==> src/design/dmem_defines.svh <==
`ifndef DMEM_DEFINES_SVH
`define DMEM_DEFINES_SVH

// Address map of the data-memory subsystem.
// Bits [MUX_START+1:MUX_START] of a byte address pick the target port.

// Lowest address bit of the two-bit port select field
`define DMEM_ADDR_MUX_START 28

// Word-address width of the on-chip RAM
// 10 bits of 32-bit words make 4 KB
`define DMEM_RAM_AW 10

// Most requests that may be in flight through the decoder at once
`define DMEM_MAX_OUTSTANDING 3

`endif
==> src/design/dmem_map_pkg.sv <==
`default_nettype none

package dmem_map_pkg;

   // Value of the port field in the address
   typedef enum logic [1:0] {
      PORT_RAM   = 2'd0,
      PORT_TIMER = 2'd1,
      PORT_EXT   = 2'd2,
      PORT_NONE  = 2'd3
   } dmem_port_e;

   // Timer register word offsets, address bits 3:2
   typedef enum logic [1:0] {
      TMR_COUNT   = 2'd0,
      TMR_COMPARE = 2'd1,
      TMR_CONTROL = 2'd2,
      TMR_STATUS  = 2'd3
   } timer_reg_e;

endpackage

`default_nettype wire

==> src/design/dmem_timer.sv <==
`timescale 1ns/10ps
`default_nettype none

module dmem_timer import dmem_map_pkg::*;
(
   input  logic        clk_i,
   input  logic        reset_i,
   input  logic [31:0] addr_i,
   input  logic [31:0] data_i,
   output logic [31:0] data_o,
   input  logic [3:0]  sel_i,
   input  logic        we_i,
   input  logic        stb_i,
   input  logic        cyc_i,
   output logic        ack_o,
   output logic        stall_o,
   output logic        irq_o
);

   timer_reg_e  reg_sel;
   logic [31:0] count_q;
   logic [31:0] compare_q;
   logic        enable_q;
   logic        match_q;
   logic        match_d;
   logic        match_set;
   logic        status_clr;
   logic        accept;
   logic        wr_en;

   function automatic logic [31:0] merge_bytes(
      input logic [31:0] old_val,
      input logic [31:0] new_val,
      input logic [3:0]  lanes
   );
      logic [31:0] res;
      res = old_val;
      for (int b = 0; b < 4; b++)
      begin
         if (lanes[b])
         begin
            res[8*b +: 8] = new_val[8*b +: 8];
         end
      end
      return res;
   endfunction

   assign reg_sel    = timer_reg_e'(addr_i[3:2]);
   assign stall_o    = 1'b0;
   assign accept     = stb_i & cyc_i;
   assign wr_en      = accept & we_i;
   assign status_clr = wr_en && (reg_sel == TMR_STATUS) && sel_i[0] && data_i[0];
   assign match_set  = enable_q && (count_q == compare_q);
   // A new match beats a clear in the same cycle
   assign match_d    = match_set | (match_q & ~status_clr);

   always_ff @(posedge clk_i)
   begin
      if (reset_i)
      begin
         count_q   <= 32'h0;
         compare_q <= 32'h0;
         enable_q  <= 1'b0;
         match_q   <= 1'b0;
         irq_o     <= 1'b0;
         ack_o     <= 1'b0;
      end
      else
      begin
         ack_o   <= accept;
         match_q <= match_d;
         irq_o   <= match_d;
         if (wr_en && reg_sel == TMR_COUNT)
         begin
            count_q <= merge_bytes(count_q, data_i, sel_i);
         end
         else if (enable_q)
         begin
            count_q <= count_q + 1'b1;
         end
         if (wr_en && reg_sel == TMR_COMPARE)
         begin
            compare_q <= merge_bytes(compare_q, data_i, sel_i);
         end
         if (wr_en && reg_sel == TMR_CONTROL && sel_i[0])
         begin
            enable_q <= data_i[0];
         end
      end
   end

   always_ff @(posedge clk_i)
   begin
      if (accept)
      begin
         case (reg_sel)
            TMR_COUNT:   data_o <= count_q;
            TMR_COMPARE: data_o <= compare_q;
            TMR_CONTROL: data_o <= {31'h0, enable_q};
            default:     data_o <= {31'h0, match_q};
         endcase
      end
   end

   a_irq_has_match: assert property (@(posedge clk_i) disable iff (reset_i)
      irq_o |-> match_q)
      else $error("Timer interrupt raised without a match");

endmodule

`default_nettype wire

==> config.mk <==
export PLATFORM = sky130hd
export DESIGN_NAME = dmem_timer
export DESIGN_NICKNAME = d
export VERILOG_FILES = /design/src/design/dmem_defines.svh /design/src/design/dmem_map_pkg.sv /design/src/design/dmem_timer.sv
export SDC_FILE = /design/constraint.sdc
export NUM_CORES = 1
export LEC_CHECK = 0
export ABC_AREA = 1
export BUFFER_PORTS_ARGS = -buffer_cell sky130_fd_sc_hd__buf_2
export CORE_MARGIN = 2
export CORE_UTILIZATION = 46
export CTS_CLUSTER_SIZE = 20
export DETAILED_ROUTE_END_ITERATION = 10
export MAX_ROUTING_LAYER = met4
export PLACE_DENSITY = 0.69
export SYNTH_ARGS = -nofsm -noshare
export SYNTH_HDL_FRONTEND = slang
export SYNTH_SLANG_ARGS = --single-unit
==> constraint.sdc <==
create_clock -name clk_i -period 2.6 [get_ports clk_i]
set_input_delay 0.39 -clock clk_i [delete_from_list [all_inputs] [get_ports clk_i]]
set_output_delay 0.39 -clock clk_i [all_outputs]
set_load 0.01 [all_outputs]
Yosys cells after proc, flatten, opt, wreduce, memory -nomap -nowiden. Cells that the tools add are included.

Word-level logic and storage cells: 51. Input bits: 73. Register bits after elaboration: 99. Output and inout bits: 35. Bits in read-only memories: 0. Bits in writable memories: 0. Latch bits: 0. Memories kept: 0.

Bitwise logic cells: 5. Magnitude comparators: 0. Shift-type cells: 0. Add/subtract/negate cells: 1. Equality and inequality tests: 8. Multiply operators: 0. Divide/modulo/power cells: 0. Reductions and logical operators: 18. Mux-type cells: 7.

Operators by type and width (number): one-hot mux 32 bit (3 select lines) (1); two-way mux 32 bit (2); adder 32 x 1 -> 32 bit, second input constant (1); equality test 32 bit (1); two-way mux 8 bit (4); AND reduction 2 bit (8); logical AND 1 bit (8); != test 2 bit, second input constant (4); equality test 2 bit, second input constant (2); AND 1 bit (3); equality test 2 x 1 -> 1 bit, second input constant (1); zero test 2 bit (1); nonzero test 2 bit (1); NOT 1 bit (1); bitwise OR 1 bit (1).

Logic depth before layout (Yosys ltp).
Depth in word-level cells: 8. Gate-level depth with buffers: 11. Depth with buffers taken out: 10.

Least setup slack after synthesis. OpenSTA, ideal clock, no wires.

Kind: in2reg. Start: input stb_i. End: register data_o[0], enable pin. Data required time: 2.213 ns. Cell stages on the path: 2. Buffers on the path: 0. Setup slack: 1.100 ns. Arrival time: 1.113 ns. Setup time: 0.387 ns. Path through: nand2_1 -> inv_1.

Longest elaborated chain between the ends: 1.

RTL lines: start, declared (RTL line dmem_timer.sv:13) `input logic stb_i,`; AND 1 bit (RTL line dmem_timer.sv:50) `assign accept = stb_i & cyc_i;`; named net accept (RTL line dmem_timer.sv:28) `logic accept;`; end signal, assigned (RTL line dmem_timer.sv:97) `TMR_COUNT: data_o <= count_q;`; end signal, assigned (RTL line dmem_timer.sv:98) `TMR_COMPARE: data_o <= compare_q;`; end signal, assigned (RTL line dmem_timer.sv:99) `TMR_CONTROL: data_o <= {31'h0, enable_q};`; end, declared (RTL line dmem_timer.sv:10) `output logic [31:0] data_o,`.

The timed path passes the listed nets, and every way through them passes these cells. A chain may end at the register's enable or synchronous reset.

Final worst setup path.
Start: register count_q[1]. End: register count_q[28].

Longest elaborated chain between the ends: 3.

RTL lines: start, declared (RTL line dmem_timer.sv:21) `logic [31:0] count_q;`; start signal, assigned (RTL line dmem_timer.sv:75) `count_q <= merge_bytes(count_q, data_i, sel_i);`; start signal, assigned (RTL line dmem_timer.sv:79) `count_q <= count_q + 1'b1;`; adder 32 x 1 -> 32 bit (RTL line dmem_timer.sv:79); two-way mux 32 bit (RTL line dmem_timer.sv:77) `else if (enable_q)`; two-way mux 32 bit (RTL line dmem_timer.sv:73) `if (wr_en && reg_sel == TMR_COUNT)`.

Every way passes these cells. The select of a mux whose other input is x is not followed.

==> run summary <==
Wirelength, routed - 15,770 um
Die height - 112.3 um
Critical path class - reg2reg
R2R setup slack - 650 ps
Placed Instances - 968
Reg-to-Reg Start - count_q[1]$_SDFFE_PP0P_
Worst hold endpoint - ack_o$_SDFF_PP0_
Crit path max-delay cell type - dfxtp_1
Minimum clock period - 1951 ps
Max Cap Violations - 0
Hold Crit Class - in2reg
R2R Path End - count_q[28]$_SDFFE_PP0P_
Worst hold slack - 322.8 ps
CTS H-tree lvls - 3
Pwr per Cell Area - 516.1 mW/mm^2
Final Net Count - 910
Vias/cell - 5.468
CP Cell Sequence - ha_1 > nand2_1 > nor2_2 > nand2_1 > nor2_1 > nand2_1 > nand2_1 > nand3_1 > nand2_1 > a21oi_1
Maximum clock path buffer count - 2
Count of final setup violators - 0
Cells after Synth - 771
Slew headroom - 63.03%
DRC Markers - 0
Worst path top cell family by delay - simple AND/OR/NAND/NOR gates
Drt first pass iters - 5
Status - finished, final reports clean
YS warnings - 0
Total CTS buffers - 9
TritonCTS clock tree - yes
CP most frequent cell - nand2_1
Pin count of the biggest net entering global routing - 36
Sequential share of the synthesized area - 42.67%
Wire length per cell - 16.02 um
Initial antenna violation count - 0
Final worst setup slack - 649.2 ps
Syn Nets - 845
Final cell count without fillers - 984
Die X - 112.3 um
CP max FO - 6
Design Power - 3.151 mW
Dpl ws - 657.5 ps
Peak supply drop - 268.1 uV
CP max stage delay - 430 ps
Routability cong. - 0.9549
Cell variety after synth - 35
Synth Cell Area - 0.005395 mm^2
Tcrit/Tclk final - 75.03%
ANT nets after route - 0
Tightest Pin Transition - 554.5 ps
Area post-placement - 0.005831 mm^2
Clk slew on worst S/H paths - 70 ps
Critical path startpoint category - flip-flop
First-pass GRT wire length - 25,040 um
Initial drt markers - 451
Initial Utilization - 47.25%
Final Skew - 8.297 ps
Synthesized area per cell - 6.998 um^2
Path depth of the worst reg2reg path - 10
Highest clock rate - 0.5126 GHz
# IOs - 108
Row Count - 39
Slew Viols, Final - 0
PortBufs - 76
CP required - 2820 ps
Hold Crit Start - cyc_i
Final Hold Fails - 0
Num Clock Sinks - 99
Die area - 0.01261 mm^2
Hold Path Cell Cnt - 3
Setup TNS - 0 ps
Clock latency on the worst-skew pair - 350 ps
Crit end category - flip-flop
Layout cells sized above 1 - 15.34%
Gr usage total - 25.97%
Leakage - 2.377 nW
CP Data Arrival Time - 2170 ps
Total congestion overflow - 0
Synth Register Bits - 99
CP Buf/Inv Count - 0
Fin util - 53.46%
# Post-CTS Setup Buffers - 0
Area Growth Syn to Fin - 13.15%
Hold Buf Count CTS - 0
Core area - 0.01142 mm^2
Post-DP HPWL - 11,440 um
Final std cell area, no fill - 0.006105 mm^2
Unrepaired setup endpoints after global routing - no
Vias - 5,381
Root buffer cell - clkbuf_16
Number of global-route vias before repair - 4,838
# resized after CTS - 0
Ant diodes - 0
==> cells in the final DEF (no fill, tap or decap), types with 28 or more instances in the layout <==
| master | n |
|---|---|
| buf_2 | 76 |
| o21ai_0 | 77 |
| inv_1 | 87 |
| nand2_1 | 202 |
| nor2_1 | 78 |
| nand3_1 | 39 |
| edfxtp_1 | 32 |
| o22ai_1 | 28 |
| dfxtp_1 | 67 |
| a21oi_1 | 72 |
==> report_power, final <==
part	switching [mW]	total [mW]	internal (mW)
registers	0.0191	1.64	1.62
clock network	0.570	1.27	0.696
logic	0.161	0.243	0.0818
total	0.750	3.15	2.40
==> routing by layer <==
| metal | up-vias | wire length (um) | track usage, % |
|---|---|---|---|
| met1 | 2472 | 7101 | 36.24 |
| met3 | 24 | 1330 | 3.888 |
| li1 | 2654 | - | - |
| met4 | 0 | 327 | 8.049 |
| met5 | - | 0 | - |
| met2 | 231 | 7008 | 39.20 |
==> worst reg2reg max path, delay by kind of cell (launching register included) <==
family          cells  cell delay (ps)
flops               1              430
simple gates        8             1130
compound gates      1               60
fa+ha+maj           1              200
==> worst max-delay path by stage <==
stage	cells past startpoint	startpoint	to
6_report	10	count_q[1]$_SDFFE_PP0P_	count_q[28]$_SDFFE_PP0P_
5_1_grt	10	count_q[1]$_SDFFE_PP0P_	count_q[28]$_SDFFE_PP0P_
4_1_cts	10	count_q[1]$_SDFFE_PP0P_	count_q[28]$_SDFFE_PP0P_
3_5_place_dp	7	addr_i[3]	count_q[2]$_SDFFE_PP0P_
3_3_place_gp	7	addr_i[3]	count_q[2]$_SDFFE_PP0P_
2_1_floorplan	2	stb_i	data_o[0]$_DFFE_PN_
==> registers in the layout (all words and copies together), names as in the netlist <==
| register | flops |
|---|---|
| compare_q | 32 |
| count_q | 32 |
| data_o | 32 |
| ack_o | 1 |
| enable_q | 1 |
| match_q | 1 |
==> cell usage after synthesis <==
library cell / number / share of area (%)
a21oi_1: 72 / 6.7
a21oi_2: 2 / 0.32
a22oi_1: 1 / 0.14
a31oi_1: 1 / 0.12
and2_1: 1 / 0.12
buf_1: 2 / 0.14
buf_2: 8 / 0.74
buf_4: 5 / 0.70
buf_6: 5 / 1.0
clkbuf_1: 8 / 0.56
clkbuf_2: 1 / 0.093
conb_1: 1 / 0.070
dfxtp_1: 67 / 25
edfxtp_1: 32 / 18
ha_1: 1 / 0.23
inv_1: 87 / 6.1
inv_2: 5 / 0.35
inv_6: 1 / 0.16
nand2_1: 202 / 14
nand2_2: 8 / 0.93
nand2_4: 2 / 0.42
nand3_1: 39 / 3.6
nand3b_1: 1 / 0.14
nand4_1: 2 / 0.23
nor2_1: 78 / 5.4
nor2_2: 10 / 1.2
nor2_4: 4 / 0.83
o2111ai_1: 1 / 0.16
o21ai_0: 77 / 7.1
o21ai_1: 9 / 0.83
o21ai_2: 1 / 0.16
o221ai_1: 1 / 0.16
o22ai_1: 28 / 3.2
xnor2_1: 7 / 1.1
xor2_1: 1 / 0.16
==> cells by family (layout without fill, tap and decap cells) <==
group | count (synthesis) | count (layout) | share of synthesized area (%)
buf+inv | 122 | 192 | 9.833
xor+xnor | 8 | 8 | 1.299
other cells | 1 | 1 | 0.06951
flops | 99 | 99 | 42.67
fa+ha+maj | 1 | 1 | 0.2319
compound gates | 193 | 193 | 18.97
simple gates | 347 | 347 | 26.92
==> final cells by class <==
class / instances / area, um^2
Tap cell: 143 / 178.9
Sequential cell: 99 / 2302
Fill cell: 1128 / 5314
Timing Repair Buffer: 83 / 432.9
Inverter: 93 / 354.1
Clock buffer: 13 / 260.3
Multi-Input combinational cell: 550 / 2562
Clock inverter: 3 / 13.76
(Power assumes the default switching activity.)
