$ cat src/design/dmem_defines.svh
`ifndef DMEM_DEFINES_SVH
`define DMEM_DEFINES_SVH

// Address map of the data-memory subsystem.
// Bits [MUX_START+1:MUX_START] of a byte address pick the target port.

// Lowest address bit of the two-bit port select field
`define DMEM_ADDR_MUX_START 28

// Word-address width of the on-chip RAM
// 10 bits of 32-bit words make 4 KB
`define DMEM_RAM_AW 10

// Most requests that may be in flight through the decoder at once
`define DMEM_MAX_OUTSTANDING 3

`endif
$ cat src/design/dmem_map_pkg.sv
`default_nettype none

package dmem_map_pkg;

   // Value of the port field in the address
   typedef enum logic [1:0] {
      PORT_RAM   = 2'd0,
      PORT_TIMER = 2'd1,
      PORT_EXT   = 2'd2,
      PORT_NONE  = 2'd3
   } dmem_port_e;

   // Timer register word offsets, address bits 3:2
   typedef enum logic [1:0] {
      TMR_COUNT   = 2'd0,
      TMR_COMPARE = 2'd1,
      TMR_CONTROL = 2'd2,
      TMR_STATUS  = 2'd3
   } timer_reg_e;

endpackage

`default_nettype wire

$ cat src/design/wb_pkg.sv
`default_nettype none

package wb_pkg;

   // Cycle type tag carried on cti
   typedef enum logic [2:0] {
      WB_CTI_CLASSIC = 3'b000,
      WB_CTI_CONST   = 3'b001,
      WB_CTI_INCR    = 3'b010,
      WB_CTI_EOB     = 3'b111
   } wb_cti_e;

endpackage

`default_nettype wire

$ cat src/design/dmem_mux3.sv
`timescale 1ns/10ps
`default_nettype none
`include "dmem_defines.svh"

module dmem_mux3 import wb_pkg::*, dmem_map_pkg::*;
#(
   parameter int ADDR_MUX_START = `DMEM_ADDR_MUX_START
)
(
   input  logic        clk_i,
   input  logic        reset_i,
   input  logic [31:0] mem_addr_i,
   input  logic [31:0] mem_data_i,
   output logic [31:0] mem_data_o,
   input  logic [3:0]  mem_sel_i,
   input  logic        mem_we_i,
   input  logic        mem_stb_i,
   input  logic        mem_cyc_i,
   input  wb_cti_e     mem_cti_i,
   output logic        mem_ack_o,
   output logic        mem_stall_o,
   output logic [31:0] out0_addr_o,
   output logic [31:0] out0_data_o,
   input  logic [31:0] out0_data_i,
   output logic [3:0]  out0_sel_o,
   output logic        out0_we_o,
   output logic        out0_stb_o,
   output logic        out0_cyc_o,
   output wb_cti_e     out0_cti_o,
   input  logic        out0_ack_i,
   input  logic        out0_stall_i,
   output logic [31:0] out1_addr_o,
   output logic [31:0] out1_data_o,
   input  logic [31:0] out1_data_i,
   output logic [3:0]  out1_sel_o,
   output logic        out1_we_o,
   output logic        out1_stb_o,
   output logic        out1_cyc_o,
   output wb_cti_e     out1_cti_o,
   input  logic        out1_ack_i,
   input  logic        out1_stall_i,
   output logic [31:0] out2_addr_o,
   output logic [31:0] out2_data_o,
   input  logic [31:0] out2_data_i,
   output logic [3:0]  out2_sel_o,
   output logic        out2_we_o,
   output logic        out2_stb_o,
   output logic        out2_cyc_o,
   output wb_cti_e     out2_cti_o,
   input  logic        out2_ack_i,
   input  logic        out2_stall_i
);

   typedef enum logic {
      MUX_IDLE,
      MUX_BUSY
   } dmem_mux3_state_e;

   localparam int CNT_W = $clog2(`DMEM_MAX_OUTSTANDING + 1);

   dmem_mux3_state_e state_q;
   dmem_port_e       owner_q;
   dmem_port_e       port_sel;
   dmem_port_e       resp_port;
   logic [CNT_W-1:0] out_cnt_q;
   logic [CNT_W-1:0] out_cnt_d;
   logic [2:0]       hit;
   logic [2:0]       owns;
   logic             block;
   logic             port_stall;
   logic             accept;
   logic             none_ack_q;

   assign port_sel = dmem_port_e'(mem_addr_i[ADDR_MUX_START+1:ADDR_MUX_START]);

   assign hit[0] = (port_sel == PORT_RAM);
   assign hit[1] = (port_sel == PORT_TIMER);
   assign hit[2] = (port_sel == PORT_EXT);

   // Port that still owes acks keeps its cycle open
   assign owns[0] = (state_q == MUX_BUSY) && (owner_q == PORT_RAM);
   assign owns[1] = (state_q == MUX_BUSY) && (owner_q == PORT_TIMER);
   assign owns[2] = (state_q == MUX_BUSY) && (owner_q == PORT_EXT);

   // Hold back a port switch until the owner has drained
   assign block = ((state_q == MUX_BUSY) && (port_sel != owner_q)) ||
                  (out_cnt_q == CNT_W'(`DMEM_MAX_OUTSTANDING));

   always_comb
   begin
      case (port_sel)
         PORT_RAM:   port_stall = out0_stall_i;
         PORT_TIMER: port_stall = out1_stall_i;
         PORT_EXT:   port_stall = out2_stall_i;
         default:    port_stall = 1'b0;
      endcase
   end

   assign mem_stall_o = block | port_stall;
   assign accept      = mem_stb_i & mem_cyc_i & ~mem_stall_o;

   // Unselected ports see all zeros
   assign out0_addr_o = hit[0] ? mem_addr_i : 32'h0;
   assign out0_data_o = hit[0] ? mem_data_i : 32'h0;
   assign out0_sel_o  = hit[0] ? mem_sel_i : 4'b0000;
   assign out0_we_o   = hit[0] & mem_we_i;
   assign out0_stb_o  = hit[0] & mem_stb_i & ~block;
   assign out0_cyc_o  = mem_cyc_i & (hit[0] | owns[0]);
   assign out0_cti_o  = hit[0] ? mem_cti_i : WB_CTI_CLASSIC;

   assign out1_addr_o = hit[1] ? mem_addr_i : 32'h0;
   assign out1_data_o = hit[1] ? mem_data_i : 32'h0;
   assign out1_sel_o  = hit[1] ? mem_sel_i : 4'b0000;
   assign out1_we_o   = hit[1] & mem_we_i;
   assign out1_stb_o  = hit[1] & mem_stb_i & ~block;
   assign out1_cyc_o  = mem_cyc_i & (hit[1] | owns[1]);
   assign out1_cti_o  = hit[1] ? mem_cti_i : WB_CTI_CLASSIC;

   assign out2_addr_o = hit[2] ? mem_addr_i : 32'h0;
   assign out2_data_o = hit[2] ? mem_data_i : 32'h0;
   assign out2_sel_o  = hit[2] ? mem_sel_i : 4'b0000;
   assign out2_we_o   = hit[2] & mem_we_i;
   assign out2_stb_o  = hit[2] & mem_stb_i & ~block;
   assign out2_cyc_o  = mem_cyc_i & (hit[2] | owns[2]);
   assign out2_cti_o  = hit[2] ? mem_cti_i : WB_CTI_CLASSIC;

   // Responses come from the owner while busy
   assign resp_port = (state_q == MUX_BUSY) ? owner_q : port_sel;

   always_comb
   begin
      case (resp_port)
         PORT_RAM:
         begin
            mem_ack_o  = out0_ack_i;
            mem_data_o = out0_data_i;
         end
         PORT_TIMER:
         begin
            mem_ack_o  = out1_ack_i;
            mem_data_o = out1_data_i;
         end
         PORT_EXT:
         begin
            mem_ack_o  = out2_ack_i;
            mem_data_o = out2_data_i;
         end
         default:
         begin
            mem_ack_o  = none_ack_q;
            mem_data_o = 32'h0;
         end
      endcase
   end

   always_comb
   begin
      out_cnt_d = out_cnt_q;
      if (accept && !mem_ack_o)
      begin
         out_cnt_d = out_cnt_q + 1'b1;
      end
      else if (!accept && mem_ack_o)
      begin
         out_cnt_d = out_cnt_q - 1'b1;
      end
   end

   always_ff @(posedge clk_i)
   begin
      if (reset_i)
      begin
         state_q    <= MUX_IDLE;
         owner_q    <= PORT_NONE;
         out_cnt_q  <= '0;
         none_ack_q <= 1'b0;
      end
      else
      begin
         out_cnt_q  <= out_cnt_d;
         state_q    <= (out_cnt_d != '0) ? MUX_BUSY : MUX_IDLE;
         // Unmapped access gets an empty ack next cycle
         none_ack_q <= accept && (port_sel == PORT_NONE);
         if (accept)
         begin
            owner_q <= port_sel;
         end
      end
   end

   a_ram_ack_owned: assert property (@(posedge clk_i) disable iff (reset_i)
      out0_ack_i |-> owns[0])
      else $error("RAM port acked with nothing outstanding");

   a_tmr_ack_owned: assert property (@(posedge clk_i) disable iff (reset_i)
      out1_ack_i |-> owns[1])
      else $error("Timer port acked with nothing outstanding");

   a_ext_ack_owned: assert property (@(posedge clk_i) disable iff (reset_i)
      out2_ack_i |-> owns[2])
      else $error("External port acked with nothing outstanding");

   a_resp_known: assert property (@(posedge clk_i) disable iff (reset_i)
      !$isunknown({mem_stall_o, mem_ack_o}))
      else $error("Master stall or ack is unknown");

endmodule

`default_nettype wire

$ cat config.mk
export PLATFORM = sky130hd
export DESIGN_NAME = dmem_mux3
export DESIGN_NICKNAME = d
export VERILOG_FILES = /design/src/design/dmem_map_pkg.sv /design/src/design/wb_pkg.sv /design/src/design/dmem_mux3.sv
export VERILOG_INCLUDE_DIRS = /design/src /design/src/design
export SDC_FILE = /design/constraint.sdc
export NUM_CORES = 1
export LEC_CHECK = 0
export BUFFER_PORTS_ARGS = -buffer_cell sky130_fd_sc_hd__buf_4
export CAP_MARGIN = 20
export CORE_AREA = 2 2 170 172
export CTS_BUF_LIST = sky130_fd_sc_hd__clkbuf_4
export CTS_CLUSTER_SIZE = 20
export DETAILED_ROUTE_END_ITERATION = 8
export DIE_AREA = 0 0 172 174
export GPL_ROUTABILITY_DRIVEN = 0
export SYNTH_ARGS = -nofsm -noshare
export SYNTH_HDL_FRONTEND = slang
export SYNTH_SLANG_ARGS = --single-unit
$ cat constraint.sdc
create_clock -name clk_i -period 3.5 [get_ports clk_i]
set_input_delay 0.175 -clock clk_i [delete_from_list [all_inputs] [get_ports clk_i]]
set_output_delay 0.175 -clock clk_i [all_outputs]
set_load 0.1 [all_outputs]
# --- After elaboration in Yosys (flattened, before gate mapping) ---
# Cells that the tools add are included.
classes:
  addsub: 2
  n_eq_ne: 9
  n_mux: 19
  bitwise_logic: 20
  n_reduce_logical: 14
ops:
  columns: ["op", "n"]
  rows:
  - ["two-way mux 32 bit", 6]
  - ["one-hot mux 32 bit (3 select lines)", 1]
  - ["AND 1 bit", 14]
  - ["two-way mux 4 bit", 3]
  - ["== test 2 bit (second input constant)", 5]
  - ["two-way mux 3 bit", 3]
  - ["logical AND 1 bit", 7]
  - ["== test 2 x 1 -> 1 bit (second input constant)", 3]
  - ["zero test 2 bit", 3]
  - ["two-way mux 2 bit", 3]
  - ["one-hot mux 1 bit (3 select lines)", 2]
  - ["OR 1 bit", 4]
  - ["adder 2 x 1 -> 2 bit (second input constant)", 1]
  - ["zero test 1 bit", 2]
  - ["inequality test 2 bit", 1]
  - ["NOT 1 bit", 2]
  - ["nonzero test 2 bit", 1]
  - ["subtractor 2 x 1 -> 2 bit (second input constant)", 1]
  - ["logical OR 1 bit", 1]
  - ["two-way mux 1 bit", 1]
totals:
  reg_bits: 6
  inputBits: 178
  output_inout_bits: 256
  elab_cells: 68

# --- Longest topological paths before layout ---
# Gate-level depths: netlist of run 1.
logic_depth:
  ltp_word: 12
  mapped_depth: 7
  depth_no_buf: 6

# --- Least setup slack after synthesis of run 1 ---
# OpenSTA, ideal clock, no wires.
synth_path:
  path_kind: "input-to-output"
  start: "in mem_addr_i[29]"
  end: "out out2_cti_o[0]"
  t_arrival_ns: 2.586
  required_time_ns: 3.325
  setup_slack_ns: 0.739
  cell_stages: 5
  path_buffers: 3
  path_cell_list: "buf_2 nor2b_1 clkbuf_1 clkbuf_1 and2_1"
synth_via:
  elab_chain_cells: 2
synth_rtl:
  columns: ["item", "line_no", "text"]
  rows:
  - ["start: declaration", "dmem_mux3.sv:12", "input logic [31:0] mem_addr_i,"]
  - ["== test 2 bit", "dmem_mux3.sv:78", "assign hit[2] = (port_sel == PORT_EXT);"]
  - ["two-way mux 3 bit", "dmem_mux3.sv:125", "assign out2_cti_o = hit[2] ? mem_cti_i : WB_CTI_CLASSIC;"]
  - ["end: declaration", "dmem_mux3.sv:49", "output wb_cti_e out2_cti_o,"]
# No other way between the ends.

# --- Worst setup path after layout of run 1 ---
layout_path:
  start: "reg state_q"
  end: "out mem_data_o[4]"
layout_via:
  elab_chain_cells: 3
  word_cells_on_any_way: 5
  cone_classes: "2 x eq/ne; 2 x mux; 1 x reduce/logical"
layout_rtl:
  columns: ["item", "line_no", "text"]
  rows:
  - ["start: declaration", "dmem_mux3.sv:61", "dmem_mux3_state_e state_q;"]
  - ["start signal: assignment", "dmem_mux3.sv:181", "state_q <= (out_cnt_d != '0) ? MUX_BUSY : MUX_IDLE;"]
  - ["two-way mux 2 bit (*)", "dmem_mux3.sv:128", "assign resp_port = (state_q == MUX_BUSY) ? owner_q : port_sel;"]
  - ["== test 2 bit (tied with other cells)", "dmem_mux3.sv:132", "case (resp_port)"]
  - ["one-hot mux 32 bit (3 select lines) (*)", "dmem_mux3.sv:132", null]
  - ["end: declaration", "dmem_mux3.sv:14", "output logic [31:0] mem_data_o,"]
# Mark *: on every way between the ends. The rest lies on a longest branch, timed or not.

==> flow_metrics.tcl, run 1 <==
set metrics [dict create \
    status "completed" \
    fin_crit_sh_pct 76.8 \
    wl_um 15500 \
    synth.area.top_cells "and2_1, mux2i_1, o21ai_1, nand2_1, dfxtp_1" \
    path_delay_family "multiplexers" \
    grt_usage_pct 9.01 \
    cts_buffer_depth 2 \
    portBuffers 429 \
    p_int_mw 0.736 \
    final_max_slew_viol_count 0 \
    synth_area_per_cell_um2 6.45 \
    overflow 0 \
    ys_ff_latch 6 \
    wl_per_cell_um 12.9 \
    slowest_stage "mux2_2" \
    antenna_found_initial 0 \
    ant_nets 0 \
    core_um2 28200 \
    holdPathStages 2 \
    syn_to_final_growth_pct 137 \
    power_switching_mw 2.08 \
    skew_ns 0.00175 \
    fp.dieArea_um2 29900 \
    rows 62 \
    worstPathMaxFanout 34 \
    fin_crit_ns 2.69 \
    clkSinkCount 6 \
    crit_type "register to output port" \
    drv_cap 0 \
    r2r_start "state_q$_SDFF_PP0_" \
    worst-r2r-cell-count 4 \
    p_seq_share_pct 3.9 \
    post_cts_buffers 0 \
    worst_slew_pin_slew_ns 0.701 \
    clkTransAtPathRegs_ns 0.04 \
    sw_frac_of_total_pct 73.8 \
    critPathBufInv 2 \
    htree_num_levels 1 \
    cts_tree "built" \
    netlist.area_leader.share_pct 50.0 \
    hold_class "input pin to register" \
    holdCritStartpoint "reset_i" \
    p_per_area_nw_per_um2 449 \
    first_global_vias 4159 \
    crit_chain "mux2_2 > and2_1 > buf_4 > nand2_1 > o21ai_1 > buf_4" \
    cts_hold_buf 0 \
    cts_made_buffers 3 \
    multi_input_area_um2 2370 \
    vias_per_cell 3.58 \
    power.leakage_nw 3.32 \
    hold_path_end "out_cnt_q[1]$_SDFF_PP0_" \
    max-slew-margin-rel_pct 53.3 \
    die_x_um 172 \
    pwr-share-comb_pct 93.9 \
    worst_path_most_repeated_cell "buf_4" \
    synthFlopType "dfxtp_1" \
    final_layout_size_suffix_gt1_share_pct 54.9 \
    fp.dieH_um 174 \
    fill_cells 3220 \
    finalSetupTns_ns 0 \
    drc 0 \
    critPathMaxStageDelay_ns 0.68 \
    fin_nets 991 \
    grt_pass1_wl_um 21600 \
    ctsResizeCount 0 \
    synthCells 409 \
    ctsRootBufferMaster "clkbuf_4" \
    synth_area_um2 2640 \
    drtPass1Iterations 4 \
    end_kind "output port" \
    grt_max_degree 73 \
    worst-endpoint-arrival_ns 2.51 \
    drt_iter0_drc 127 \
    n_antenna_cell 0 \
    hpwl_um 13100 \
    rrSetupSlack_ns 1.22 \
    clkLatencyLatePin_ns 0.24 \
    yosys_warnings 0 \
    rsz0062_at_grt "no" \
    finalSetupViolCount 0 \
    reg2reg_to "state_q$_SDFF_PP0_" \
    synth_top_cell_by_area "and2_1" \
    synth-edff-count 0 \
    num_vias 4271 \
    start_util_pct 9.35 \
    synthArstFlopShare_pct 0 \
    clockPowerShare_pct 2.2 \
    synthDistinctLibCells 34 \
    cp-startpoint "state_q$_SDFF_PP0_" \
    io_pins 434 \
    worstSetupStartpointType "register" \
    required_ns 3.32 \
    final_util_pct 22.2 \
    ys_seq_area_share_pct 4.55 \
    hold_viol_final 0 \
    seqCellArea_um2 120 \
    clock.fmax_mhz 372 \
    vdd_ir_drop_max_mv 0.132 \
]
==> sequential cells by signal, summed over array words and instances (netlist names) <==
name        flops
out_cnt_q       2
owner_q         2
state_q         1
none_ack_q      1
==> cells in the final DEF (no fill, tap or decap), types with 3 or more instances in the layout <==
cell type,count
conb_1,4
nand2_1,34
nor2b_1,3
dfxtp_1,6
and2_1,211
clkbuf_4,3
and3_1,5
buf_4,435
nor2_1,6
o21ai_1,32
a21oi_1,3
mux2i_1,36
==> cell type report <==
type	count	share of cell area (%)
multi-input cells	364	37.8
clock buffers	3	0.360
flip-flops and latches	6	1.92
repair buffers	435	52.1
inverters	2	0.120
well taps	384	7.67
==> logic make-up after synthesis <==
logic type / synth area share [%]
and+or+nand+nor: 59.6
AOI/OAI and AO/OA: 9.96
muxes: 17.2
buffers and inverters: 7.07
DFF: 4.55
xor gates and xnor gates: 0.996
adders and majority gates: 0.474
other: 0.142
==> cell usage after synthesis (all sizes together), types with 2 or more instances <==
master and number:
and2 211, mux2i 38, nand2 34, o21ai 34, clkbuf 30, buf 10, nor2 7, dfxtp 6
and3 5, nor2b 5, mux2 4, a21oi 3, a211o 2, a31oi 2, inv 2, o211ai 2
o21a 2, xor2 2
==> worst max path at each step <==
stage	end	slack [ns]	cells after the start
2_1_floorplan	out2_cti_o[0]	0.74	5
3_3_place_gp	mem_data_o[4]	1.07	6
3_5_place_dp	mem_data_o[4]	1.04	6
4_1_cts	mem_data_o[4]	0.77	6
5_1_grt	mem_data_o[4]	0.66	6
6_report	mem_data_o[4]	0.81	6
==> layer usage <==
metal / up-vias / wire length, um / GRT usage (%)
met5: - / 0 / 0
met2: 264 / 8100 / 18.6
li1: 2099 / - / -
met4: 0 / 26 / 0.560
met3: 4 / 1550 / 1.68
met1: 1904 / 5780 / 9.61
==> power groups by stage <==
stage	clock network (mW)	registers [mW]	logic [mW]
finish	0.0632	0.109	2.64
global route	0.0682	0.112	2.74
global placement	0	0.108	2.64
detailed placement	0	0.110	2.65
CTS	0.0666	0.109	2.65
floorplan	0	0.0971	2.07
==> metrics by stage <==
| step | power (mW) | hold WS, ns | area, um2 | instances | worst slack, ns |
|---|---|---|---|---|---|
| floorplan | 2.17 | 0.244 | 2650 | 412 | 0.739 |
| global placement | 2.75 | 0.398 | 6240 | 1191 | 1.07 |
| detailed placement | 2.76 | 0.405 | 6240 | 1191 | 1.04 |
| CTS | 2.83 | 0.142 | 6260 | 1194 | 0.767 |
| global route | 2.92 | 0.166 | 6260 | 1194 | 0.656 |
| finish | 2.81 | 0.150 | 6260 | 1194 | 0.813 |
(Power assumes the default switching activity.)
==> run 2, diff against run 1 <==
CORE_AREA = 2 2 171 173   (was 2 2 170 172)
DIE_AREA = 0 0 173 175   (was 0 0 172 174)
clock period = 2.8 ns   (was 3.5 ns; I/O delays follow)
==> flow_metrics.tcl, run 2 (synthesized netlist as in run 1, its figures left out) <==
set metrics [dict create \
    cts_made_buffers 3 \
    worst-r2r-cell-count 5 \
    ctsRootBufferMaster "clkbuf_4" \
    dr_wl_met2_um 8660 \
    p_int_mw 0.939 \
    wl_um 17900 \
    worst_slew_pin_slew_ns 0.670 \
    final_cell_mix "buf_4, and2_1, mux2i_1, nand2_1, o21ai_1" \
    portBuffers 429 \
    rows 62 \
    worstSetupStartpointType "register" \
    p_per_area_nw_per_um2 568 \
    grt_max_degree 74 \
    drt_iter0_drc 154 \
    core_um2 28400 \
    clock.fmax_mhz 445 \
    hold_path_end "out_cnt_q[1]$_SDFF_PP0_" \
    fp.dieH_um 175 \
    n_antenna_cell 0 \
    hold_viol_final 0 \
    power_switching_mw 2.63 \
    r2r_start "state_q$_SDFF_PP0_" \
    cts_buffer_depth 2 \
    skew_ns 0.00447 \
    clkTransAtPathRegs_ns 0.05 \
    power.leakage_nw 3.33 \
    hold_class "input pin to register" \
    p_total_mw 3.57 \
    setup_ws_ns 0.553 \
    antenna_found_initial 2 \
    rrSetupSlack_ns 0.76 \
    drt-met1-wl_um 7120 \
    seqCellArea_um2 120 \
    post_cts_buffers 0 \
    drc 0 \
    multi_input_area_um2 2370 \
    cts_hold_buf 0 \
    first_global_vias 4181 \
    rsz0062_at_grt "no" \
    hpwl_um 15300 \
    die_x_um 173 \
    end_kind "output port" \
    final_layout_size_suffix_gt1_share_pct 55.0 \
    htree_num_levels 1 \
    worst-endpoint-arrival_ns 2.11 \
    fin_crit_sh_pct 80.3 \
    wl_per_cell_um 15.0 \
    p_seq_share_pct 3.8 \
    layout_commonest_cell "buf_4" \
    overflow 0 \
    ant_nets 0 \
    finalSetupViolCount 0 \
    wl_met3_um 1750 \
    pwr-share-comb_pct 93.9 \
    dp_slack_ns 0.772 \
    drtPass1Iterations 4 \
    hold_slack_ns 0.105 \
    holdPathStages 2 \
    num_vias 4334 \
    fin_crit_ns 2.25 \
    vias_per_cell 3.63 \
    crit_type "register to output port" \
    holdCritStartpoint "reset_i" \
    max-slew-margin-rel_pct 55.3 \
    status "completed" \
    sw_frac_of_total_pct 73.7 \
    fp.dieArea_um2 30300 \
    topRoutingLayerUsed "met5" \
    cts_tree "built" \
    drv_cap 0 \
    worstPathMaxFanout 32 \
    syn_to_final_growth_pct 138 \
    required_ns 2.66 \
    fill_cells 3214 \
    final_max_slew_viol_count 0 \
    grt_pass1_wl_um 25300 \
    vdd_ir_drop_max_mv 0.155 \
    ctsResizeCount 0 \
    start_util_pct 9.29 \
    clkSinkCount 6 \
    clockPowerShare_pct 2.3 \
    io_pins 434 \
    finalSetupTns_ns 0 \
    clkLatencyLatePin_ns 0.25 \
    grt_usage_pct 10.7 \
    cp-startpoint "state_q$_SDFF_PP0_" \
    fin_nets 992 \
    largestRegisters "out_cnt_q (2), owner_q (2)" \
    reg2reg_to "out_cnt_q[0]$_SDFF_PP0_" \
]
[run 2: cell type report]
cell class	count	area share (%)
sequential	6	1.91
inverter	2	0.119
multi-input combinational	364	37.7
tap	384	7.65
clock buffer	3	0.358
timing repair buffer	436	52.3
[run 2: power groups by stage]
stage / registers, mW / logic, mW / clock network (mW)
6_report: 0.135 / 3.35 / 0.0838
5_1_grt: 0.139 / 3.46 / 0.0921
4_1_cts: 0.134 / 3.36 / 0.0855
3_5_place_dp: 0.136 / 3.36 / 0
3_3_place_gp: 0.135 / 3.35 / 0
2_1_floorplan: 0.121 / 2.59 / 0
[run 2: metrics by stage]
step	cells	area [um2]	util, %
2_1_floorplan	412	2650	-
3_3_place_gp	1192	6260	22.0
3_5_place_dp	1192	6260	22.0
4_1_cts	1195	6280	22.1
5_1_grt	1195	6280	22.1
6_report	1195	6280	22.1
[run 2: critical path, stage by stage, from the launching register on]
cell and delay [ns]:
dfxtp_1 0.48, mux2i_4 0.37, buf_12 0.27, mux2i_1 0.34, o21ai_1 0.11, buf_4 0.25
[run 2: worst max path at each step]
stage	to	slack (ns)	depth (start not counted)
4_1_cts	mem_data_o[23]	0.54	6
3_5_place_dp	out_cnt_q[0]$_SDFF_PP0_	0.77	5
6_report	mem_data_o[6]	0.55	5
2_1_floorplan	out2_cti_o[0]	0.11	5
5_1_grt	mem_data_o[6]	0.40	6
3_3_place_gp	out_cnt_q[0]$_SDFF_PP0_	0.83	5
[run 2: metal layers]
| layer | track usage (%) | up-vias |
|---|---|---|
| li1 | - | 2103 |
| met1 | 13.4 | 1920 |
| met2 | 18.7 | 293 |
| met3 | 2.42 | 16 |
| met4 | 2.33 | 2 |
| met5 | 0 | - |
==> run 3, diff against run 2 <==
ABC_AREA = 1   (was default)
CORE_AREA = 2 2 170 172   (was 2 2 171 173)
DIE_AREA = 0 0 172 174   (was 0 0 173 175)
clock period = 1.85 ns   (was 2.8 ns; I/O delays follow)
==> flow_metrics.tcl, run 3 <==
set metrics [dict create \
    status "completed" \
    synthXorXnorAreaFrac_pct 0.380 \
    hold_class "input pin to register" \
    num_vias 4921 \
    antenna_found_initial 0 \
    layout_commonest_cell "buf_4" \
    drtPass1Iterations 4 \
    cts_buffer_depth 2 \
    synth-simple-area-share_pct 69.9 \
    synth_area_per_cell_um2 4.27 \
    wl_um 20000 \
    ctsRootBufferMaster "clkbuf_4" \
    rrSetupSlack_ns 0.22 \
    p_per_area_nw_per_um2 1370 \
    htree_num_levels 1 \
    synthDistinctLibCells 25 \
    ant_nets 0 \
    required_ns 1.76 \
    rows 62 \
    multi_input_area_um2 2690 \
    sw_frac_of_total_pct 67.9 \
    power_switching_mw 7.10 \
    synthFlopType "dfxtp_1" \
    pwr-share-comb_pct 96.8 \
    io_pins 434 \
    worstSetupStartpointType "register" \
    dp_slack_ns 0.184 \
    grt_max_degree 73 \
    cts_made_buffers 3 \
    overflow 0 \
    r2r_start "state_q$_SDFF_PP0_" \
    fin_nets 1146 \
    final_cell_mix "buf_4, nand2_1, inv_1, nor2_4, nor2_2" \
    syn_to_final_growth_pct 232 \
    clockPowerShare_pct 1.2 \
    hold_viol_final 0 \
    hold_path_end "none_ack_q$_SDFF_PP0_" \
    crit_chain "buf_4 > o21ai_4 > buf_12 > nor2_4 > buf_12 > buf_12 > nand2_1 > nand3_2 > buf_8" \
    n_antenna_cell 0 \
    skew_ns 0.00534 \
    synthAdderAreaFrac_pct 0.543 \
    largestRegisters "out_cnt_q (2), owner_q (2)" \
    crit_type "register to output port" \
    yosys-top-cells-count "nor2_1, nand2_1, inv_1, nand3_1, clkbuf_1" \
    clkTransAtPathRegs_ns 0.05 \
    netlist.area_leader.share_pct 35.5 \
    first_global_vias 4544 \
    fin_crit_ns 1.85 \
    yosys_warnings 0 \
    grt_pass1_wl_um 25600 \
    setup_ws_ns 0.00273 \
    clkLatencyLatePin_ns 0.25 \
    synth_mux_area_share_pct 0 \
    drc 0 \
    ys_seq_area_share_pct 5.22 \
    drt_iter0_drc 159 \
    synth_compound_area_share_pct 2.23 \
    die_x_um 172 \
    cts_hold_buf 0 \
    wl_per_cell_um 14.8 \
    seqCellArea_um2 125 \
    core_um2 28200 \
    synth-edff-count 0 \
    holdPathStages 2 \
    final_max_slew_viol_count 0 \
    critPathMaxStageDelay_ns 0.35 \
    start_util_pct 8.15 \
    fill_cells 3101 \
    power.leakage_nw 4.10 \
    synthArstFlopShare_pct 0 \
    worst-endpoint-arrival_ns 1.75 \
    slowest_stage "dfxtp_4" \
    final_layout_size_suffix_gt1_share_pct 70.1 \
    cts_tree "built" \
    worstPathMaxFanout 8 \
    vias_per_cell 3.65 \
    portBuffers 429 \
    hpwl_um 16200 \
    clkSinkCount 6 \
    worst-r2r-cell-count 11 \
    fp.dieArea_um2 29900 \
    drv_cap 0 \
    end_kind "output port" \
    vdd_ir_drop_max_mv 0.491 \
    ys_ff_latch 6 \
    grt_usage_pct 11.0 \
    synthCells 539 \
    reg2reg_to "state_q$_SDFF_PP0_" \
    p_total_mw 10.5 \
    fin_crit_sh_pct 99.9 \
    fp.dieH_um 174 \
    p_seq_share_pct 2.0 \
    clock.fmax_mhz 541 \
    synth_area_um2 2300 \
    synth_top_cell_by_area "nor2_1" \
    synth.area.top_cells "nor2_1, nand2_1, inv_1, nand3_1, dfxtp_1" \
    synth_most_common_cell "nor2_1" \
    synth_top_family_by_area "simple AND/OR/NAND/NOR gates" \
    holdCritStartpoint "reset_i" \
    worst_path_most_repeated_cell "buf_12" \
    rsz0062_at_grt "yes" \
    p_int_mw 3.35 \
    finalSetupViolCount 0 \
]
## run 3: cell count changes after synthesis, moves of 3 or more
cell,previous run,this run
and2_1,211,0
and3_1,5,0
nand2_2,0,3
nand2_1,34,121
nor2_4,0,3
mux2i_1,36,0
inv_1,2,85
nor2b_1,5,0
nor2_1,7,218
clkbuf_1,30,23
nand3_1,1,45
inv_2,0,5
o21ai_1,32,0
## run 3: power groups by stage
stage | combinational, mW | clock, mW | sequential, mW
floorplan | 6.57 | 0 | 0.187
global placement | 8.31 | 0 | 0.205
detailed placement | 8.36 | 0 | 0.210
CTS | 8.90 | 0.128 | 0.210
global route | 10.4 | 0.132 | 0.215
finish | 10.1 | 0.121 | 0.211
## run 3: logic make-up (layout without fill, tap and decap cells)
| family | after synthesis | count (layout) |
|---|---|---|
| buffers and inverters | 125 | 548 |
| other | 1 | 4 |
| flip-flops | 6 | 6 |
| AO/OA/AOI/OAI | 8 | 8 |
| XOR/XNOR | 1 | 1 |
| AND/OR/NAND/NOR | 397 | 397 |
| adder cells (fa/ha/maj) | 1 | 1 |
## run 3: layout make-up
class                   instances  share of cell area (%)
clock buffers                   3                   0.295
inverters                      90                    4.60
multi-input cells             411                    35.2
flip-flops and latches          6                    1.64
well taps                     384                    6.28
repair buffers                455                    52.0
## run 3: routing by layer
layer | share of wire (%) | vias up | track usage [%] | wire, um
li1 | - | 2418 | - | -
met1 | 38 | 2211 | 13.2 | 7690
met2 | 52 | 284 | 20.8 | 10400
met3 | 9.0 | 8 | 2.16 | 1810
met4 | 0.55 | 0 | 0.700 | 111
met5 | 0 | - | 0 | 0
## run 3: what timing repair did
item	CTS	global route
gates cloned	0	6
setup endpoints to repair	32	32
pin swaps	1	8
resized for setup	47	59
buffers inserted	0	6
## run 3: worst max path at each step
stage	startpoint	to	depth (start not counted)
6_report	state_q$_SDFF_PP0_	mem_data_o[28]	9
5_1_grt	state_q$_SDFF_PP0_	mem_data_o[23]	9
4_1_cts	state_q$_SDFF_PP0_	mem_data_o[30]	8
3_5_place_dp	state_q$_SDFF_PP0_	mem_data_o[30]	8
3_3_place_gp	state_q$_SDFF_PP0_	mem_data_o[16]	8
2_1_floorplan	mem_addr_i[29]	out2_addr_o[11]	5
## run 3: worst max-delay path, delay by kind of cell (launching register included)
family,cells,cell delay [ns]
compound gates,1,0.17
buf+inv,5,0.72
flops,1,0.35
simple gates,3,0.24
## run 3: per-stage QoR
step | utilization, % | hold WS, ns | std cells | TNS, ns | instance area, um2
after global placement | 24.9 | 0.298 | 1334 | 0 | 7030
after global routing | 27.1 | 0.0621 | 1349 | -0.335 | 7640
after detailed placement | 24.9 | 0.301 | 1334 | 0 | 7030
after CTS | 25.6 | 0.0403 | 1337 | 0 | 7230
after floorplan | - | 0.170 | 542 | -36.60 | 3290
final | 27.1 | 0.0538 | 1349 | 0 | 7640
